**src/hw/mips_pkg.sv**
```systemverilog
`default_nettype none

package mips_pkg;

	// --------------------------------------------------
	// Widths and sizes
	// --------------------------------------------------
	localparam int DATA_W     = 32;
	localparam int REG_ADDR_W = 5;
	localparam int REG_COUNT  = 32;
	localparam int DMEM_DEPTH = 256; // Words

	localparam logic [DATA_W-1:0] RESET_PC = 32'h00400000;

	typedef logic [DATA_W-1:0]     word_t;     // PC, instruction, operand, result
	typedef logic [REG_ADDR_W-1:0] reg_addr_t;

	// ALU operation carried down the pipe
	typedef enum logic [2:0] {
		ALU_ADD = 3'd0,
		ALU_SUB = 3'd1,
		ALU_AND = 3'd2,
		ALU_OR  = 3'd3,
		ALU_SLT = 3'd4
	} alu_op_e;

	// --------------------------------------------------
	// Major opcodes, instr[31:26]
	// --------------------------------------------------
	localparam logic [5:0] OPC_RTYPE = 6'h00;
	localparam logic [5:0] OPC_BEQ   = 6'h04;
	localparam logic [5:0] OPC_ADDI  = 6'h08;
	localparam logic [5:0] OPC_LW    = 6'h23;
	localparam logic [5:0] OPC_SW    = 6'h2b;

	// R-type function codes, instr[5:0]
	localparam logic [5:0] FN_ADD = 6'h20;
	localparam logic [5:0] FN_SUB = 6'h22;
	localparam logic [5:0] FN_AND = 6'h24;
	localparam logic [5:0] FN_OR  = 6'h25;
	localparam logic [5:0] FN_SLT = 6'h2a;

endpackage

`default_nettype wire

```
**src/hw/mips_fetch.sv**
```systemverilog
`timescale 1ns/1ps
`default_nettype none

module mips_fetch (
	input  wire logic           clk,
	input  wire logic           arst_n,
	input  wire logic           branch_taken,
	input  wire mips_pkg::word_t branch_target,
	input  wire mips_pkg::word_t imem_data,
	output mips_pkg::word_t     imem_addr,
	output mips_pkg::word_t     pc_d,
	output mips_pkg::word_t     instr_d
);

	mips_pkg::word_t pc;
	mips_pkg::word_t pc_next;

	assign imem_addr = pc;
	assign pc_next   = branch_taken ? branch_target : pc + 32'd4; // Redirect from execute

	always_ff @(posedge clk or negedge arst_n) begin
		if (!arst_n) begin
			pc      <= mips_pkg::RESET_PC;
			instr_d <= '0; // All zero word decodes as a nop
		end else begin
			pc      <= pc_next;
			instr_d <= branch_taken ? '0 : imem_data; // Squash wrong-path fetch
		end
	end

	always_ff @(posedge clk) begin
		pc_d <= pc;
	end

	pc_aligned: assert property (@(posedge clk) disable iff (!arst_n) pc[1:0] == 2'b00)
		else $error("fetch PC not word aligned: %h", pc);

endmodule

`default_nettype wire

```
**config.mk**
```make
export PLATFORM = sky130hd
export DESIGN_NAME = mips_fetch
export DESIGN_NICKNAME = d
export VERILOG_FILES = /design/src/hw/mips_pkg.sv /design/src/hw/mips_fetch.sv
export SDC_FILE = /design/constraint.sdc
export NUM_CORES = 1
export LEC_CHECK = 0
export ABC_CLOCK_PERIOD_IN_PS = 2300
export BUFFER_PORTS_ARGS = -buffer_cell sky130_fd_sc_hd__buf_2
export CAP_MARGIN = 20
export CORE_AREA = 10 10 111 113
export CTS_CLUSTER_DIAMETER = 120
export DETAILED_ROUTE_END_ITERATION = 7
export DIE_AREA = 0 0 121 123
export PLACE_DENSITY = 0.6
export SLEW_MARGIN = 40
export SYNTH_ARGS = -nofsm -noshare
export SYNTH_HDL_FRONTEND = slang
export SYNTH_SLANG_ARGS = --single-unit
```
**constraint.sdc**
```tcl
create_clock -name clk -period 2.3 [get_ports clk]
set_input_delay 0.23 -clock clk [delete_from_list [all_inputs] [get_ports clk]]
set_output_delay 0.23 -clock clk [all_outputs]
set_load 0.03 [all_outputs]
```
==> reports/qor_table.md, run 1 <==
| Step | Item | Reported |
|:---|:---|:---|
| synth | Number of synthesized register bits | 96 |
| clock tree | Number of gates given a new drive strength after cts | 0 |
| clock tree | Max Root-Sink Buffers | 2 |
| worst setup path | Startpoint kind of the worst setup timing path | flip-flop |
| grt | First-pass GRT wire length | 15,450 µm |
| final layout | Number of diodes | 0 |
| pwr | Switching fraction of total power | 0.3060 |
| routing | Final routed wirelength across all metal layers | 9912 µm |
| placed design | Quantity of I/O buffers inserted on ports | 162 |
| final layout | Summed area of non-filler cells in the final layout | 0.004651 mm² |
| routing | DRT antenna net count | 0 |
| routing | Sum of routed wire segments on met1 | 4068 µm |
| final layout | Share of post-route cells with drive strength above 1 | 0.4242 |
| synth | Average footprint of a synthesized cell | 11.91 µm² |
| synth | Count leader, synth | dfrtp_1 |
| pwr | Reported leakage power | 2.226 nW |
| floorplanning | Effective utilization at floorplan | 0.3420 |
| routing | Total DRC errors in the routed layout | 0 |
| worst setup path | Data required time at the worst endpoint | 2.58 ns |
| worst setup path | Flop-to-flop setup slack | 0.31 ns |
| pwr | Combinational share of power | 0.187 |
| synth | Main area contributors after synthesis | dfrtp_1 (45%), dfxtp_1 (18%), nor2b_1 (5.8%), or4_1 (2.6%), xor2_1 (2.5%) |
| sta | Worst-Margin Slew | 0.7027 ns |
| clock tree | Clk root buf | clkbuf_8 |
| synth | Net Count, Synth | 359 |
| final layout | Multi-input gate area in the final layout | 0.001125 mm² |
| routing | Average wire per cell in the routed design | 16.58 µm |
| sta | Clock period minus worst slack | 1.991 ns |
| floorplanning | Die outline height | 123 µm |
| routing | Wire length on met2 | 4525 µm |
| sta | Slew headroom | 0.5310 |
| clock tree | Clock insertion delay at the later pin of the skew report | 0.35 ns |
| synth | Share of Yosys cell area claimed by the top area cell type | 0.4547 |
| placed design | Placed standard-cell area | 0.004428 mm² |
| floorplanning | Area of the die | 0.01488 mm² |
| sta | Hold WS | 0.08250 ns |
| grt | Total overflow reported by the global router | 0 |
| placed design | Detailed placement HPWL | 7657 µm |
| worst setup path | Crit. End Element | flip-flop |
| synth | Prevailing post-synth register cell | dfrtp_1 |
| synth | Number of synthesized flops with an enable pin | 0 |
| final layout | Storage element area | 0.002243 mm² |
| sta | Unrepaired setup endpoints after global routing | no |
| pwr | Max rail drop VDD | 357.2 µV |
| floorplanning | I/O pins | 163 |
| sta | Final cycle utilization of the critical path | 0.8658 |
| placed design | RePlAce Congestion | 0.7821 |
| worst setup path | Category of the critical setup timing path | flip-flop to flip-flop |
| clock tree | H-tree depth reported by CTS | 3 |
| synth | Yosys synthesis warning count | 0 |
| clock tree | TritonCTS clock tree | built |
| grt | Number of antenna violations at the first check in global routing | 0 |
| final layout | Final cell utilization of the core | 0.4587 |
| placed design | Dpl cells | 581 |
| pwr | Internal power contribution | 0.002659 W |
| synth | Yosys top cell by area | dfrtp_1 |
| sta | Final-report max-slew violation count | 0 |
| final layout | Count of filler cells inserted in the layout | 979 |
| pwr | Part of the power in the clock network | 0.311 |
| final layout | Fin cells | 598 |
| pwr | Switching power | 0.001173 W |
| synth | Post-synthesis instance total | 291 |
| grt | Number of global-route vias before repair | 3,013 |
| floorplanning | Num rows | 37 |
| sta | Number of endpoints with negative hold slack in the final report | 0 |
| clock tree | CTS buffer count | 9 |
| routing | Highest layer used for signal routing | met4 |
| routing | Vias per cell | 4.692 |
| pwr | Power density relative to cell area | 824.0 mW/mm² |
| final layout | Number of nets in the layout | 525 |
| sta | Peak clock frequency supported by timing | 502.2 MHz |
| floorplanning | Die X | 121 µm |
| worst hold path | Type of the tightest min-delay check | input port to flip-flop |
| synth | Synthesized area | 0.003467 mm² |
| synth | Fraction of synthesis flops using an asynchronous set or reset pin | 0.6667 |
| sta | Skew final | 0.01458 ns |
| worst setup path | Signal arrival time at the worst endpoint | 2.27 ns |
| sta | Sum of negative setup slack | 0 ns |
| routing | Overall via count from detail_route | 2,806 |
| run | Max-cap viol count | 0 |
| worst setup path | Worst Path Max Fanout | 12 |
| routing | Starting DRT DRC Count | 100 |
| status | Status | finished, final reports clean |
| final layout | Area grow syn2layout | 34.14% |
| synth | Most numerous cell types in the synthesized netlist | dfrtp_1 (63), dfxtp_1 (32), nor2b_1 (32) |
| clock tree | Clock tree sinks | 96 |
| grt | Largest net degree at the start of global routing | 33 |
| routing | Detailed-router iteration count before antenna repair | 5 |
| synth | Sequential cell area fraction in the yosys report | 0.6471 |
| routing | Routed met3 length | 1190 µm |
| grt | All-layer global routing usage | 0.1297 |
| sta | Setup violations, final | 0 |
| clock tree | Clock-pin transition on the worst setup and hold timing paths | 0.10 ns |
| pwr | Sequential power share | 0.502 |
| synth | Distinct cells, synth | 39 |
| floorplanning | Core footprint | 0.01014 mm² |
[per-stage QoR]
stage | setup slack [ns] | power [W]
floorplan | 0.3344 | 0.002387
global route | 0.1868 | 0.004010
CTS | 0.3088 | 0.003888
global placement | 0.4076 | 0.002682
finish | 0.3087 | 0.003832
detailed placement | 0.3413 | 0.002691
[worst max-delay path, stage by stage, from the launching register on]
cell      delay (ns)
dfrtp_1         0.46
and4_4          0.37
nand3b_1        0.33
or4b_1          0.56
a31oi_1         0.18
[flip-flops by register name, indices dropped and copies added, names as in the netlist]
register and count:
imem_addr 32, instr_d 32, pc_d 32
[what timing repair did]
item | 4_1_cts | 5_1_grt
buffers inserted | 0 | 0
hold endpoints to repair | 29 | 0
hold buffers | 1 | 0
[cell families (layout without fill, tap and decap cells)]
group	Yosys count	count (layout)	synth area share
AO/OA/AOI/OAI	42	42	0.07867
XOR/XNOR	13	13	0.03284
adder cells (fa/ha/maj)	1	1	0.003608
buffers and inverters	21	192	0.02851
flip-flops	96	96	0.6471
multiplexers	3	3	0.009743
AND/OR/NAND/NOR	115	115	0.1996
[layout by cell type (no fill, tap or decap), types with 3 or more instances in the layout]
master | synthesis | layout
dfrtp_1 | 63 | 63
nor2_1 | 11 | 11
buf_4 | 3 | 8
and4_1 | 3 | 3
nor2b_1 | 32 | 32
nand2_1 | 21 | 21
xnor2_1 | 3 | 3
mux2_2 | 3 | 3
xor2_1 | 10 | 10
a31oi_1 | 11 | 11
nand3_1 | 12 | 12
clkbuf_8 | 0 | 9
dfxtp_1 | 32 | 32
o31a_1 | 4 | 4
nand4_1 | 6 | 6
o21ai_0 | 7 | 7
buf_2 | 1 | 162
or4_1 | 12 | 12
o31ai_1 | 10 | 10
o21ai_1 | 7 | 7
inv_1 | 5 | 5
[power by group through the flow]
stage	registers, W	logic (W)	clock network [W]
CTS	0.00193	0.000732	0.00123
finish	0.00193	0.000716	0.00119
detailed placement	0.00196	0.000729	0
floorplan	0.00224	0.000152	0
global route	0.00195	0.000774	0.00129
global placement	0.00195	0.000727	0
[final timing paths]
kind,to,startpoint,depth (start not counted)
worst max-delay path,imem_addr[31]$_DFF_PN0_,imem_addr[6]$_DFF_PN0_,4
worst min register to register,pc_d[0]$_DFF_P_,imem_addr[0]$_DFFE_PN0P_,0
worst max register to register,imem_addr[31]$_DFF_PN0_,imem_addr[6]$_DFF_PN0_,4
max in group asynchronous,imem_addr[3]$_DFF_PN0_,arst_n,3
min in group asynchronous,instr_d[28]$_DFF_PN0_,arst_n,2
worst min-delay path,imem_addr[5]$_DFF_PN0_,branch_target[5],3
[final cells by class]
cell class | instances | area share
sequential | 96 | 0.4824
multi-input combinational | 174 | 0.2419
timing repair buffer | 171 | 0.1894
tap | 136 | 0.03659
clock buffer | 11 | 0.02825
clock inverter | 5 | 0.01749
inverter | 5 | 0.004036
[layer usage]
metal,GRT usage,vias to the layer above
li1,-,1345
met1,0.1463,1322
met2,0.2044,126
met3,0.07247,13
met4,0.04374,0
met5,0,-
Note: power is estimated with default switching activity, not from simulation.
==> run 2, diff against run 1 <==
ABC_CLOCK_PERIOD_IN_PS = 2600   (was 2300)
clock period = 2.6 ns   (was 2.3 ns; I/O delays follow)
==> run 2 against run 1 <==
Effect of this change: count of clock-buffer cells in the layout did not move; clock skew fell by 0.0060 ns; sequential cell count did not move; largest cell class unchanged.
==> reports/qor_table.md, run 2 (same netlist as run 1, synthesis figures left out) <==
| Step | Item | Reported | Delta |
|:---|:---|:---|:---|
| status | Status | finished, final reports clean |  |
| sta | Unrepaired setup endpoints after global routing | no |  |
| sta | Worst-Margin Slew | 0.6816 ns | -0.02115 ns |
| clock tree | H-tree depth reported by CTS | 3 | unchanged |
| final layout | Share of post-route cells with drive strength above 1 | 0.4217 | -0.002503 |
| floorplanning | Core footprint | 0.01014 mm² | unchanged |
| worst setup path | Category of the critical setup timing path | flip-flop to flip-flop |  |
| worst setup path | Crit. End Element | flip-flop |  |
| routing | Vias per cell | 4.663 | -0.63% |
| sta | Setup violations, final | 0 | unchanged |
| routing | Starting DRT DRC Count | 104 | +4.0% |
| worst setup path | Signal arrival time at the worst endpoint | 2.34 ns | +0.07 ns |
| final layout | Final cell utilization of the core | 0.4581 | -0.0006170 |
| grt | First-pass GRT wire length | 15,080 µm | -2.4% |
| placed design | Detailed placement HPWL | 7451 µm | -2.7% |
| grt | Total overflow reported by the global router | 0 | unchanged |
| pwr | Post-layout power | 0.003288 W | -14% |
| clock tree | TritonCTS clock tree | built |  |
| sta | Number of endpoints with negative hold slack in the final report | 0 | unchanged |
| routing | Detailed-router iteration count before antenna repair | 4 | -1 |
| clock tree | Clock insertion delay at the later pin of the skew report | 0.35 ns | about the same |
| floorplanning | I/O pins | 163 | unchanged |
| clock tree | Clk root buf | clkbuf_8 |  |
| final layout | Number of nets in the layout | 523 | -0.38% |
| routing | Total DRC errors in the routed layout | 0 | unchanged |
| worst setup path | Startpoint kind of the worst setup timing path | flip-flop |  |
| final layout | Top library cells by usage in the layout, fill and taps aside | buf_2 (162), dfrtp_1 (63), nor2b_1 (32), dfxtp_1 (32), nand2_1 (21) |  |
| sta | Slew headroom | 0.5451 | +0.01412 |
| sta | Skew final | 0.008576 ns | -0.006008 ns |
| final layout | Number of diodes | 0 | unchanged |
| clock tree | Clock tree sinks | 96 | unchanged |
| placed design | RePlAce Congestion | 0.7414 | -5.2% |
| routing | Average wire per cell in the routed design | 16.41 µm | -0.97% |
| floorplanning | Die outline height | 123 µm | unchanged |
| routing | DRT antenna net count | 0 | unchanged |
| final layout | Count of filler cells inserted in the layout | 987 | +0.82% |
| routing | Overall via count from detail_route | 2,779 | -0.96% |
| worst hold path | Hold Crit Endpoint | imem_addr[18]$_DFF_PN0_ |  |
| sta | Final worst slack | 0.5318 ns | +0.2231 ns |
| floorplanning | Area of the die | 0.01488 mm² | unchanged |
| grt | Largest net degree at the start of global routing | 37 | +12% |
| clock tree | CTS buffer count | 9 | unchanged |
| final layout | Commonest non-fill, non-tap cell in the layout | buf_2 |  |
| worst hold path | Type of the tightest min-delay check | input port to flip-flop |  |
| worst hold path | Start point of the worst hold path | branch_target[18] |  |
| clock tree | Clock-pin transition on the worst setup and hold timing paths | 0.09 ns | about the same |
| placed design | Minimum setup slack after placement | 0.5425 ns | +0.2011 ns |
| grt | All-layer global routing usage | 0.1273 | -0.002417 |
| sta | Final cycle utilization of the critical path | 0.7954 | -0.07033 |
| clock tree | Number of gates given a new drive strength after cts | 0 | unchanged |
| clock tree | Max Root-Sink Buffers | 2 | unchanged |
| sta | Final-report max-slew violation count | 0 | unchanged |
| routing | Final routed wirelength across all metal layers | 9783 µm | -1.3% |
| pwr | Power density relative to cell area | 708.0 mW/mm² | -14% |
| worst setup path | Reg-to-reg critical path endpoint | imem_addr[30]$_DFF_PN0_ |  |
| pwr | Max rail drop VDD | 336.1 µV | -5.9% |
| grt | Number of antenna violations at the first check in global routing | 0 | unchanged |
| placed design | Quantity of I/O buffers inserted on ports | 162 | unchanged |
| worst setup path | Flop-to-flop setup slack | 0.53 ns | +0.22 ns |
| final layout | Area grow syn2layout | 33.96% |  |
| sta | Hold WS | 0.1168 ns | +0.03432 ns |
| run | Max-cap viol count | 0 | unchanged |
| worst setup path | Worst Path Max Fanout | 9 | -3 |
| worst hold path | Worst hold stages | 3 | unchanged |
| sta | Sum of negative setup slack | 0 ns | unchanged |
| grt | Number of global-route vias before repair | 2,873 | -4.6% |
| floorplanning | Num rows | 37 | unchanged |
| floorplanning | Die X | 121 µm | unchanged |
| worst setup path | Worst-case reg-to-reg path depth | 5 | +1 |
| worst setup path | Reg2Reg Launch Point | imem_addr[2]$_DFF_PN0_ |  |
| sta | Clock period minus worst slack | 2.068 ns | +0.07687 ns |
| pwr | Reported leakage power | 2.210 nW | -0.72% |
| worst setup path | Data required time at the worst endpoint | 2.87 ns | +0.29 ns |
| floorplanning | Effective utilization at floorplan | 0.3420 | unchanged |
| sta | Peak clock frequency supported by timing | 483.5 MHz | -3.7% |
[run 2: changes by cell type in the layout (fill, tap and decap cells not counted), sizes merged]
| cell | previous run | this run |
|---|---|---|
| buf | 170 | 168 |
| bufinv | 2 | 1 |
| inv | 6 | 5 |
| clkinvlp | 1 | 3 |
[run 2: worst max path at each step]
stage	to	start	slack (ns)	depth (start not counted)
floorplan	imem_addr[30]$_DFF_PN0_	imem_addr[2]$_DFF_PN0_	0.63	6
global placement	imem_addr[30]$_DFF_PN0_	imem_addr[2]$_DFF_PN0_	0.60	5
detailed placement	imem_addr[30]$_DFF_PN0_	imem_addr[2]$_DFF_PN0_	0.54	5
CTS	imem_addr[30]$_DFF_PN0_	imem_addr[2]$_DFF_PN0_	0.52	5
global route	imem_addr[30]$_DFF_PN0_	imem_addr[2]$_DFF_PN0_	0.38	5
finish	imem_addr[30]$_DFF_PN0_	imem_addr[2]$_DFF_PN0_	0.53	5
[run 2: stage by stage]
stage | area, µm² | instances
floorplan | 3467 | 291
global placement | 4418 | 578
detailed placement | 4418 | 578
CTS | 4617 | 595
global route | 4644 | 596
finish | 4644 | 596
[run 2: final cells by class]
cell class	count	area, µm²	share of cell area
Sequential cell	96	2243	0.4830
Multi-Input combinational cell	174	1125	0.2422
Timing Repair Buffer	169	898.4	0.1934
Tap cell	136	170.2	0.03664
Clock buffer	11	131.4	0.02829
Clock inverter	5	57.56	0.01239
Inverter	5	18.77	0.004041
[run 2: report_power, final]
part           switching, W  internal (W)
logic              0.000436      0.000200
clock network      0.000506      0.000444
registers         0.0000918       0.00161
[run 2: routing by layer]
| layer | global-route usage | wire (µm) |
|---|---|---|
| met2 | 0.1963 | 4484 |
| met5 | 0 | 0 |
| met1 | 0.1451 | 4007 |
| met3 | 0.07156 | 1162 |
| met4 | 0.04751 | 129 |
[run 2: timing repair]
action	4_1_cts	5_1_grt
hold buffers	1	0
hold endpoints to repair	27	0
buffers inserted	0	0
[run 2: critical path, stage by stage (launching register included)]
cell,delay (ns)
dfrtp_1,0.42
ha_1,0.20
and3_1,0.43
nand4_4,0.21
or4_1,0.54
a31oi_1,0.18
